--- config.mk ---
export PLATFORM = sky130hd
export DESIGN_NAME = video_overlay_top
export DESIGN_NICKNAME = d
export VERILOG_FILES = /design/src/verilog/video_pkg.sv /design/src/verilog/apb_pkg.sv /design/src/verilog/video_timing_gen.sv /design/src/verilog/box_reg_bank.sv /design/src/verilog/draw_window.sv /design/src/verilog/video_overlay_top.sv
export SDC_FILE = /design/constraint.sdc
export NUM_CORES = 2
export LEC_CHECK = 0
export BUFFER_PORTS_ARGS = -buffer_cell sky130_fd_sc_hd__buf_2
export CAP_MARGIN = 20
export CORE_MARGIN = 10
export CORE_UTILIZATION = 35
export CTS_CLUSTER_SIZE = 24
export DETAILED_ROUTE_END_ITERATION = 12
export PLACE_DENSITY = 0.56
export SLEW_MARGIN = 10
export SYNTH_ARGS = -nofsm -noshare
export SYNTH_HDL_FRONTEND = slang
export SYNTH_SLANG_ARGS = --single-unit
--- constraint.sdc ---
create_clock -name pix_clk -period 8.05 [get_ports pix_clk]
set_input_delay 0.805 -clock pix_clk [delete_from_list [all_inputs] [get_ports pix_clk]]
set_output_delay 0.805 -clock pix_clk [all_outputs]
set_load 0.01 [all_outputs]
--- src/verilog/video_pkg.sv ---
`default_nettype none

package video_pkg;

    // Coordinates cover rasters up to 4095 x 4095
    typedef logic [11:0] pix_x_t;
    typedef logic [11:0] pix_y_t;

    typedef struct packed {
        logic [7:0] r;
        logic [7:0] g;
        logic [7:0] b;
    } rgb_t;

    // ------------------------------
    // Video beat
    // ------------------------------

    // Everything that travels with one pixel clock of video
    typedef struct packed {
        logic   hsync;
        logic   vsync;
        logic   de;
        pix_x_t x;
        pix_y_t y;
        rgb_t   pix;
    } video_beat_t;

    // Both sync signals are active high
    localparam logic SYNC_ACTIVE = 1'b1;

    // Constant blue level of the test pattern
    localparam logic [7:0] PATTERN_BLUE = 8'h40;

endpackage : video_pkg

`default_nettype wire

--- src/verilog/apb_pkg.sv ---
`default_nettype none

package apb_pkg;

    typedef logic [7:0]  apb_addr_t;
    typedef logic [31:0] apb_data_t;

    typedef struct packed {
        logic      psel;
        logic      penable;
        logic      pwrite;
        apb_addr_t paddr;
        apb_data_t pwdata;
    } apb_req_t;

    typedef struct packed {
        logic      pready;
        logic      pslverr;
        apb_data_t prdata;
    } apb_rsp_t;

    // ------------------------------
    // Register map
    // ------------------------------

    // Offsets inside one box record that repeats every BOX_STRIDE bytes
    localparam apb_addr_t   REG_START  = 8'h00;
    localparam apb_addr_t   REG_END    = 8'h04;
    localparam apb_addr_t   REG_COLOR  = 8'h08;
    localparam apb_addr_t   REG_RSVD   = 8'h0C;
    localparam int unsigned BOX_STRIDE = 16;

    // Field positions of a corner register
    localparam int unsigned X_LSB = 0;
    localparam int unsigned Y_LSB = 16;

    typedef struct packed {
        video_pkg::pix_x_t start_x;
        video_pkg::pix_y_t start_y;
        video_pkg::pix_x_t end_x;
        video_pkg::pix_y_t end_y;
        video_pkg::rgb_t   color;
    } box_t;

endpackage : apb_pkg

`default_nettype wire

--- src/verilog/video_timing_gen.sv ---
`timescale 1ns/1ps
`default_nettype none

module video_timing_gen #(
    parameter int H_ACT   = 1280,
    parameter int H_TOTAL = 1650,
    parameter int V_ACT   = 720,
    parameter int V_TOTAL = 750
) (
    input  wire                    pix_clk,
    input  wire                    i_rst,
    output video_pkg::video_beat_t o_beat
);

    localparam video_pkg::pix_x_t H_LAST    = video_pkg::pix_x_t'(H_TOTAL - 1);
    localparam video_pkg::pix_y_t V_LAST    = video_pkg::pix_y_t'(V_TOTAL - 1);
    localparam video_pkg::pix_x_t H_ACT_END = video_pkg::pix_x_t'(H_ACT);
    localparam video_pkg::pix_y_t V_ACT_END = video_pkg::pix_y_t'(V_ACT);

    // Sync windows sit a little after the end of the active area
    localparam video_pkg::pix_x_t HS_FIRST = video_pkg::pix_x_t'(H_ACT + 2);
    localparam video_pkg::pix_x_t HS_LAST  = video_pkg::pix_x_t'(H_ACT + 5);
    localparam video_pkg::pix_y_t VS_FIRST = video_pkg::pix_y_t'(V_ACT + 1);
    localparam video_pkg::pix_y_t VS_LAST  = video_pkg::pix_y_t'(V_ACT + 2);

    video_pkg::pix_x_t h_cnt;
    video_pkg::pix_y_t v_cnt;
    logic              hsync_c;
    logic              vsync_c;
    logic              de_c;

    // ------------------------------
    // Raster counters
    // ------------------------------

    always_ff @(posedge pix_clk) begin
        if (i_rst) begin
            h_cnt <= '0;
            v_cnt <= '0;
        end else if (h_cnt == H_LAST) begin
            h_cnt <= '0;
            if (v_cnt == V_LAST) begin
                v_cnt <= '0;
            end else begin
                v_cnt <= v_cnt + 1'b1;
            end
        end else begin
            h_cnt <= h_cnt + 1'b1;
        end
    end

    assign hsync_c = (h_cnt >= HS_FIRST) && (h_cnt <= HS_LAST);
    assign vsync_c = (v_cnt >= VS_FIRST) && (v_cnt <= VS_LAST);
    assign de_c    = (h_cnt < H_ACT_END) && (v_cnt < V_ACT_END);

    // ------------------------------
    // Output register
    // ------------------------------

    always_ff @(posedge pix_clk) begin
        o_beat.x     <= h_cnt;
        o_beat.y     <= v_cnt;
        // Test pattern is a horizontal red ramp over a vertical green ramp
        o_beat.pix.r <= h_cnt[7:0];
        o_beat.pix.g <= v_cnt[7:0];
        o_beat.pix.b <= video_pkg::PATTERN_BLUE;
        if (i_rst) begin
            o_beat.hsync <= ~video_pkg::SYNC_ACTIVE;
            o_beat.vsync <= ~video_pkg::SYNC_ACTIVE;
            o_beat.de    <= 1'b0;
        end else begin
            o_beat.hsync <= hsync_c ? video_pkg::SYNC_ACTIVE : ~video_pkg::SYNC_ACTIVE;
            o_beat.vsync <= vsync_c ? video_pkg::SYNC_ACTIVE : ~video_pkg::SYNC_ACTIVE;
            o_beat.de    <= de_c;
        end
    end

endmodule : video_timing_gen

`default_nettype wire

--- src/verilog/box_reg_bank.sv ---
`timescale 1ns/1ps
`default_nettype none

module box_reg_bank #(
    parameter int N_BOX = 4
) (
    input  wire                    pix_clk,
    input  wire                    i_rst,
    input  wire apb_pkg::apb_req_t i_apb,
    output apb_pkg::apb_rsp_t      o_apb,
    input  wire                    i_vsync,
    output apb_pkg::box_t          o_boxes [N_BOX]
);

    localparam int unsigned ADDR_LIMIT = N_BOX * apb_pkg::BOX_STRIDE;
    localparam int unsigned IDX_SHIFT  = $clog2(apb_pkg::BOX_STRIDE);
    localparam int unsigned COORD_W    = $bits(video_pkg::pix_x_t);

    apb_pkg::box_t      staged [N_BOX];
    apb_pkg::apb_addr_t box_idx;
    apb_pkg::apb_addr_t reg_off;
    logic               access;
    logic               addr_err;
    logic               vsync_d;
    logic               vsync_rise;

    assign access  = i_apb.psel && i_apb.penable;
    assign box_idx = i_apb.paddr >> IDX_SHIFT;
    // Byte lane bits are ignored because registers are word wide
    assign reg_off = i_apb.paddr & apb_pkg::apb_addr_t'(apb_pkg::BOX_STRIDE - 4);

    assign addr_err = (reg_off == apb_pkg::REG_RSVD) || (32'(i_apb.paddr) >= ADDR_LIMIT);

    // ------------------------------
    // Staged registers
    // ------------------------------

    always_ff @(posedge pix_clk) begin
        if (i_rst) begin
            for (int i = 0; i < N_BOX; i++) begin
                staged[i] <= '0;
            end
        end else if (access && i_apb.pwrite && !addr_err) begin
            for (int i = 0; i < N_BOX; i++) begin
                if (box_idx == apb_pkg::apb_addr_t'(i)) begin
                    case (reg_off)
                        apb_pkg::REG_START: begin
                            staged[i].start_x <= i_apb.pwdata[apb_pkg::X_LSB +: COORD_W];
                            staged[i].start_y <= i_apb.pwdata[apb_pkg::Y_LSB +: COORD_W];
                        end
                        apb_pkg::REG_END: begin
                            staged[i].end_x <= i_apb.pwdata[apb_pkg::X_LSB +: COORD_W];
                            staged[i].end_y <= i_apb.pwdata[apb_pkg::Y_LSB +: COORD_W];
                        end
                        apb_pkg::REG_COLOR: begin
                            staged[i].color <= i_apb.pwdata[23:0];
                        end
                        default: ;
                    endcase
                end
            end
        end
    end

    // Reads always return the staged copy, never the active one
    always_comb begin
        apb_pkg::box_t rd_box;
        rd_box = '0;
        for (int i = 0; i < N_BOX; i++) begin
            if (box_idx == apb_pkg::apb_addr_t'(i)) begin
                rd_box = staged[i];
            end
        end
        o_apb.pready  = 1'b1;
        o_apb.pslverr = access && addr_err;
        o_apb.prdata  = '0;
        if (!addr_err) begin
            case (reg_off)
                apb_pkg::REG_START: begin
                    o_apb.prdata[apb_pkg::X_LSB +: COORD_W] = rd_box.start_x;
                    o_apb.prdata[apb_pkg::Y_LSB +: COORD_W] = rd_box.start_y;
                end
                apb_pkg::REG_END: begin
                    o_apb.prdata[apb_pkg::X_LSB +: COORD_W] = rd_box.end_x;
                    o_apb.prdata[apb_pkg::Y_LSB +: COORD_W] = rd_box.end_y;
                end
                apb_pkg::REG_COLOR: begin
                    o_apb.prdata[23:0] = rd_box.color;
                end
                default: ;
            endcase
        end
    end

    // ------------------------------
    // Frame-synchronous copy
    // ------------------------------

    assign vsync_rise = (vsync_d != video_pkg::SYNC_ACTIVE) &&
                        (i_vsync == video_pkg::SYNC_ACTIVE);

    always_ff @(posedge pix_clk) begin
        if (i_rst) begin
            vsync_d <= ~video_pkg::SYNC_ACTIVE;
            for (int i = 0; i < N_BOX; i++) begin
                o_boxes[i] <= '0;
            end
        end else begin
            vsync_d <= i_vsync;
            if (vsync_rise) begin
                for (int i = 0; i < N_BOX; i++) begin
                    o_boxes[i] <= staged[i];
                end
            end
        end
    end

endmodule : box_reg_bank

`default_nettype wire

--- src/verilog/draw_window.sv ---
`timescale 1ns/1ps
`default_nettype none

module draw_window #(
    parameter int N_BOX       = 4,
    parameter int H_BOX_WIDTH = 1,
    parameter int V_BOX_WIDTH = 1
) (
    input  wire                         pix_clk,
    input  wire                         i_rst,
    input  wire video_pkg::video_beat_t i_beat,
    input  wire apb_pkg::box_t          i_boxes [N_BOX],
    output video_pkg::video_beat_t      o_video
);

    // One extra bit so that rectangle edges at the raster border do not wrap
    typedef logic [$bits(video_pkg::pix_x_t):0] edge_t;

    localparam edge_t H_W = edge_t'(H_BOX_WIDTH);
    localparam edge_t V_W = edge_t'(V_BOX_WIDTH);

    logic [N_BOX-1:0] hit;
    video_pkg::rgb_t  pix_out;
    edge_t            beat_x;
    edge_t            beat_y_lift;

    // Moving the beat down by the border width replaces start_y and end_y minus V_W
    assign beat_x      = edge_t'(i_beat.x);
    assign beat_y_lift = edge_t'(i_beat.y) + V_W;

    // ------------------------------
    // Per-box outline test
    // ------------------------------

    for (genvar i = 0; i < N_BOX; i++) begin : g_box
        edge_t outer_x1;
        edge_t inner_x0;
        logic  outer_hit;
        logic  inner_hit;
        logic  box_valid;

        // The outer rectangle reaches past end_x and above start_y
        assign outer_x1 = edge_t'(i_boxes[i].end_x) + H_W;
        assign inner_x0 = edge_t'(i_boxes[i].start_x) + H_W;

        assign outer_hit = (i_beat.x >= i_boxes[i].start_x) && (beat_x <= outer_x1) &&
                           (beat_y_lift >= edge_t'(i_boxes[i].start_y)) &&
                           (i_beat.y <= i_boxes[i].end_y);
        assign inner_hit = (beat_x >= inner_x0) && (i_beat.x <= i_boxes[i].end_x) &&
                           (i_beat.y >= i_boxes[i].start_y) &&
                           (beat_y_lift <= edge_t'(i_boxes[i].end_y));

        // All-zero corners mean the box slot is unused
        assign box_valid = |{i_boxes[i].start_x, i_boxes[i].start_y,
                             i_boxes[i].end_x, i_boxes[i].end_y};

        assign hit[i] = box_valid && outer_hit && !inner_hit;
    end

    // Later boxes overwrite earlier ones, so the highest index wins
    always_comb begin
        pix_out = i_beat.pix;
        for (int i = 0; i < N_BOX; i++) begin
            if (hit[i]) begin
                pix_out = i_boxes[i].color;
            end
        end
    end

    // ------------------------------
    // Output register
    // ------------------------------

    always_ff @(posedge pix_clk) begin
        o_video.x   <= i_beat.x;
        o_video.y   <= i_beat.y;
        o_video.pix <= pix_out;
        if (i_rst) begin
            o_video.hsync <= ~video_pkg::SYNC_ACTIVE;
            o_video.vsync <= ~video_pkg::SYNC_ACTIVE;
            o_video.de    <= 1'b0;
        end else begin
            o_video.hsync <= i_beat.hsync;
            o_video.vsync <= i_beat.vsync;
            o_video.de    <= i_beat.de;
        end
    end

endmodule : draw_window

`default_nettype wire

--- src/verilog/video_overlay_top.sv ---
`timescale 1ns/1ps
`default_nettype none

module video_overlay_top #(
    parameter int H_ACT       = 1280,
    parameter int H_TOTAL     = 1650,
    parameter int V_ACT       = 720,
    parameter int V_TOTAL     = 750,
    parameter int N_BOX       = 4,
    parameter int H_BOX_WIDTH = 1,
    parameter int V_BOX_WIDTH = 1
) (
    input  wire                    pix_clk,
    input  wire                    i_rst,
    input  wire apb_pkg::apb_req_t i_apb,
    output apb_pkg::apb_rsp_t      o_apb,
    output video_pkg::video_beat_t o_video
);

    video_pkg::video_beat_t src_beat;
    apb_pkg::box_t          active_boxes [N_BOX];

    video_timing_gen #(
        .H_ACT   (H_ACT),
        .H_TOTAL (H_TOTAL),
        .V_ACT   (V_ACT),
        .V_TOTAL (V_TOTAL)
    ) timing_i (
        .pix_clk (pix_clk),
        .i_rst   (i_rst),
        .o_beat  (src_beat)
    );

    // Only the vsync bit of the source beat reaches the register bank
    box_reg_bank #(
        .N_BOX (N_BOX)
    ) regs_i (
        .pix_clk (pix_clk),
        .i_rst   (i_rst),
        .i_apb   (i_apb),
        .o_apb   (o_apb),
        .i_vsync (src_beat.vsync),
        .o_boxes (active_boxes)
    );

    draw_window #(
        .N_BOX       (N_BOX),
        .H_BOX_WIDTH (H_BOX_WIDTH),
        .V_BOX_WIDTH (V_BOX_WIDTH)
    ) draw_i (
        .pix_clk (pix_clk),
        .i_rst   (i_rst),
        .i_beat  (src_beat),
        .i_boxes (active_boxes),
        .o_video (o_video)
    );

endmodule : video_overlay_top

`default_nettype wire

Word level (Yosys, flattened, before mapping)
Memories as Yosys holds them, arrays and structs flattened. Cells that the tools add are included.

Flip-flop bits (word level): 406. Memory bits (writable): 288. Bits of input ports: 45. Output and inout bits: 85. Logic and storage cells: 267. Memories kept: 1.

Memories: regs_i.staged (words 4, width 72, rd ports 4, clocked after Yosys merged registers in 0, wr ports 4, RTL line box_reg_bank.sv:19) `apb_pkg::box_t staged [N_BOX];`.

$add $sub $neg: 11. $lt $le $gt $ge: 39. Eq/ne operators: 8. Multiplexer cells: 89. Bitwise operators: 21. Reductions and logical operators: 53.

Operator list (count): two-way mux 72 bit (4); two-way mux 12 bit (17); two-way mux 24 bit (8); OR reduction 48 bit (4); adder 12 x 1 -> 13 bit, second input constant (9); >= comparator 12 bit (8); <= comparator 12 bit (8); two-way mux 1 bit (55); >= comparator 12 x 13 -> 1 bit (4); >= comparator 13 x 12 -> 1 bit (4); <= comparator 12 x 13 -> 1 bit (4); <= comparator 13 x 12 -> 1 bit (4); logical AND 1 bit (40); one-hot mux 12 bit (3 select lines) (1); two-way mux 28 bit (1); adder 12 x 1 -> 12 bit, second input constant (2); one-hot mux 8 bit (3 select lines) (1); OR 1 bit (20); zero test 8 bit (2); == test 12 x 10 -> 1 bit, second input constant (1); == test 12 x 11 -> 1 bit, second input constant (1); >= comparator 12 x 10 -> 1 bit, second input constant (1); >= comparator 12 x 11 -> 1 bit, second input constant (1); <= comparator 12 x 10 -> 1 bit, second input constant (1); 14 further kinds (20).

Longest topological paths before layout
Word-level depth: 11. Gate-level depth with buffers: 18. Depth with buffers taken out: 15.

Cells and area by module
From an unflattened synthesis, not the netlist that was laid out.

Cell total of the unflattened synthesis: 4045. Area, all modules: 38604.5 µm².

By module, submodules not included: box_reg_bank (times used 1, cells each 2231, area an instance 23420.0 µm², sequential area each 14433.8 µm²); draw_window (times used 1, cells each 1612, area an instance 13127.6 µm², sequential area each 1021.0 µm²); video_timing_gen (times used 1, cells each 202, area an instance 2057.0 µm², sequential area each 1021.0 µm²).

Least setup slack after synthesis
No wires, ideal clock.

Kind: flip-flop to flip-flop. Start point: register timing_i.o_beat[24] (netlist name). End point: register draw_i.o_video[2] (netlist name). Setup time: 0.116 ns. Arrival: 3.956 ns. Setup slack: 3.978 ns. Cell stages (with the launch flop): 16. Buffers on the path: 1. Clock period less this slack: 4.072 ns. Path through: dfxtp_1 ha_1 nand4_2 nor2_1 nand2_1 xnor2_1 ha_1 a21o_1 a21o_1 a221oi_2 a31oi_1 a311oi_1 or4b_1 buf_6 a221o_1 o211a_1.

RTL lines: start: declaration (RTL line video_timing_gen.sv:12) `output video_pkg::video_beat_t o_beat`.

==> results.json <==
{
  "dieArea_um2": 122000,
  "ys_async_sr_fraction_pct": 0,
  "hold_viol": 0,
  "clock_latency_ns": 0.66,
  "ctsResizeCount": 0,
  "coreArea_um2": 108000,
  "dp_hpwl_mm": 101,
  "cp_data_arrival_time_ns": 5.58,
  "hold_path_depth": 0,
  "grt_pass1_vias": 30100,
  "die_x_um": 350,
  "gp_congestion": 0.928,
  "cts.sinks": 678,
  "grt_use_met2_pct": 38.0,
  "synth_cell_types": 86,
  "power.net_switching_mw": 1.88,
  "synth_edf_count": 288,
  "io_pins": 130,
  "crit_fanout": 16,
  "swShare_pct": 24.7,
  "drtIter0Drc": 3158,
  "min_path_type": "reg -> reg",
  "yosys_register_bits": 678,
  "p_comb_share_pct": 5.6,
  "synth_area_um2": 38100,
  "cts_root_buf": "clkbuf_16",
  "power_density_nw_per_um2": 178,
  "fin_cells": 5662,
  "clockBufferDepth": 3,
  "criticalPathCategory": "reg -> reg",
  "synth_area_leaders": "edfxtp_1, dfxtp_1, ha_1",
  "wl_mm": 144,
  "internal_power_mw": 5.75,
  "min_period_over_period_pct": 62.5,
  "setup_viol": 0,
  "synthToLayoutAreaGrowth_pct": 12.5,
  "drt_first_pass_iters": 6,
  "final_cell_mix": "nand2_1, ha_1, a21oi_1",
  "power_frac_seq_pct": 48.8,
  "path_clk_slew_ns": 0.06,
  "portBuffers": 118,
  "syn_area_per_cell_um2": 9.21,
  "drt_drc_violations_left": 0,
  "grt.overflow.total": 0,
  "wire_per_inst_um": 25.4,
  "end_kind": "flop",
  "numCtsBuffers": 77,
  "yosysWarningCount": 0,
  "layout_setup_ws_ns": 3.02,
  "fmax_mhz": 199,
  "gr-usage-met3_pct": 3.00,
  "drtAntennaViolNets": 0,
  "antenna_found_initial": 17,
  "tightest_slew_ns": 1.20,
  "reg2regPathDepth": 14,
  "synthCells": 4131,
  "cap_violations": 0,
  "status": "complete, no violations",
  "fp-row-count": 120,
  "grt_pass1_wl_mm": 207,
  "vias": 31900,
  "die_h_um": 350,
  "clock_skew_ns": 0.0226,
  "rrSetupSlack_ns": 3.02,
  "ir_worst_vdd_uv": 175,
  "cts_max_level": 3,
  "synth_top_area_share_pct": 22.7,
  "place_inst": 5512,
  "finalNetCount": 4640,
  "synthFlopType": "dfxtp_1",
  "reg2reg_to": "draw_i.o_video[11]",
  "grt.total_usage_pct": 22.7,
  "grt_start_max_net_pins": 171,
  "min_period_ns": 5.03,
  "rsz0062_at_grt": "false",
  "synth_top_area_cell": "edfxtp_1",
  "slew_violations": 0,
  "hold_start": "timing_i.v_cnt[7]",
  "holdPathEnd": "timing_i.o_beat[31]",
  "drive_above_1_share_pct": 9.03,
  "setup_tns_ns": 0,
  "r2r-start": "timing_i.o_beat[26]",
  "clock_power_share_pct": 45.7,
  "hold_buffers": 0,
  "via_per_inst": 5.63,
  "slew_headroom_pct": 19.5,
  "busiest_layer": "met2",
  "startpoint_type": "flop",
  "place_ws_ns": 3.16,
  "postCtsSetupRepairBufs": 0,
  "start_util_pct": 35.4,
  "cts_tree": "built",
  "whs_ns": 0.398,
  "layout_commonest_cell": "nand2_1",
  "met1_usage_pct": 29.2,
  "crit_required_ns": 8.60,
  "final_util_pct": 39.8,
  "p_leak_nw": 15.9,
  "synth_seq_area_share_pct": 43.2
}
per-stage QoR:
stage	power, mW	area, um^2
finish	7.64	42800
global placement	4.21	40300
detailed placement	4.22	40300
CTS	7.68	42800
floorplan	3.99	38100
global route	7.85	42800
registers in the layout, indices dropped and copies added, names as in the netlist:
register / cells
timing_i.h_cnt: 12
regs_i.vsync_d: 1
timing_i.o_beat: 27
timing_i.v_cnt: 12
regs_i.staged: 288
regs_i.o_boxes: 288
draw_i.o_video: 50
power groups by stage:
stage | registers, mW | clock network [mW] | logic (mW)
after global placement | 3.79 | 0 | 0.418
after detailed placement | 3.79 | 0 | 0.421
after CTS | 3.72 | 3.54 | 0.422
after floorplan | 3.77 | 0 | 0.222
after global routing | 3.73 | 3.68 | 0.447
final | 3.72 | 3.49 | 0.424
area by class of cell:
class	instances	area (um^2)
diodes	7	17.5
clock buffers	105	2180
clock inverters	38	269
fillers	10700	64700
inverters	212	796
multi-input cells	3011	20000
flip-flops and latches	678	16500
well taps	1403	1760
repair buffers	208	1300
synth_stat cells (all sizes together), types with 66 or more instances:
| master | instances |
|---|---|
| nor2 | 147 |
| ha | 407 |
| xnor2 | 93 |
| dfxtp | 390 |
| a21oi | 399 |
| edfxtp | 288 |
| clkbuf | 194 |
| nand3 | 86 |
| inv | 212 |
| a22oi | 66 |
| nand4 | 73 |
| o21ai | 103 |
| and2 | 293 |
| nand2 | 683 |
per-layer routing:
layer  wire length [um]  up-vias
met5                  9        -
met4               5690        2
met3               9440      258
met2              68200     1235
met1              60300    15500
li1                   -    14800
cells by family after synthesis:
kind of cell / count (synthesis) / synth area share, %
and+or+nand+nor: 1528 / 19.6
muxes: 52 / 1.37
buffers and inverters: 445 / 4.55
AOI/OAI and AO/OA: 913 / 15.4
other: 2 / 0.0197
DFF: 678 / 43.2
adders and majority gates: 407 / 13.4
xor gates and xnor gates: 106 / 2.44
critical path, cell delays in order, from the launching register on:
cell,delay [ns]
dfxtp_1,0.31
buf_4,0.28
nand3_1,0.21
nor3_1,0.32
nand3_1,0.14
xnor2_1,0.45
buf_4,0.28
ha_1,0.26
o21ai_0,0.22
nor3_1,0.08
a2111oi_0,0.39
nor2_1,0.19
o211ai_2,0.79
o21ai_2,0.53
o311ai_1,0.43
worst max path at each step:
stage                              startpoint                  to  slack [ns]  cells past startpoint
after CTS                 timing_i.o_beat[26]  draw_i.o_video[21]        3.11                     14
after floorplan           timing_i.o_beat[24]   draw_i.o_video[2]        3.98                     15
after global routing      timing_i.o_beat[25]  draw_i.o_video[11]        2.71                     14
after detailed placement  timing_i.o_beat[25]  draw_i.o_video[13]        3.16                     14
after global placement    timing_i.o_beat[26]  draw_i.o_video[23]        3.14                     14
final                     timing_i.o_beat[26]  draw_i.o_video[11]        3.02                     14
No activity file was read; power rests on OpenSTA's default activity.
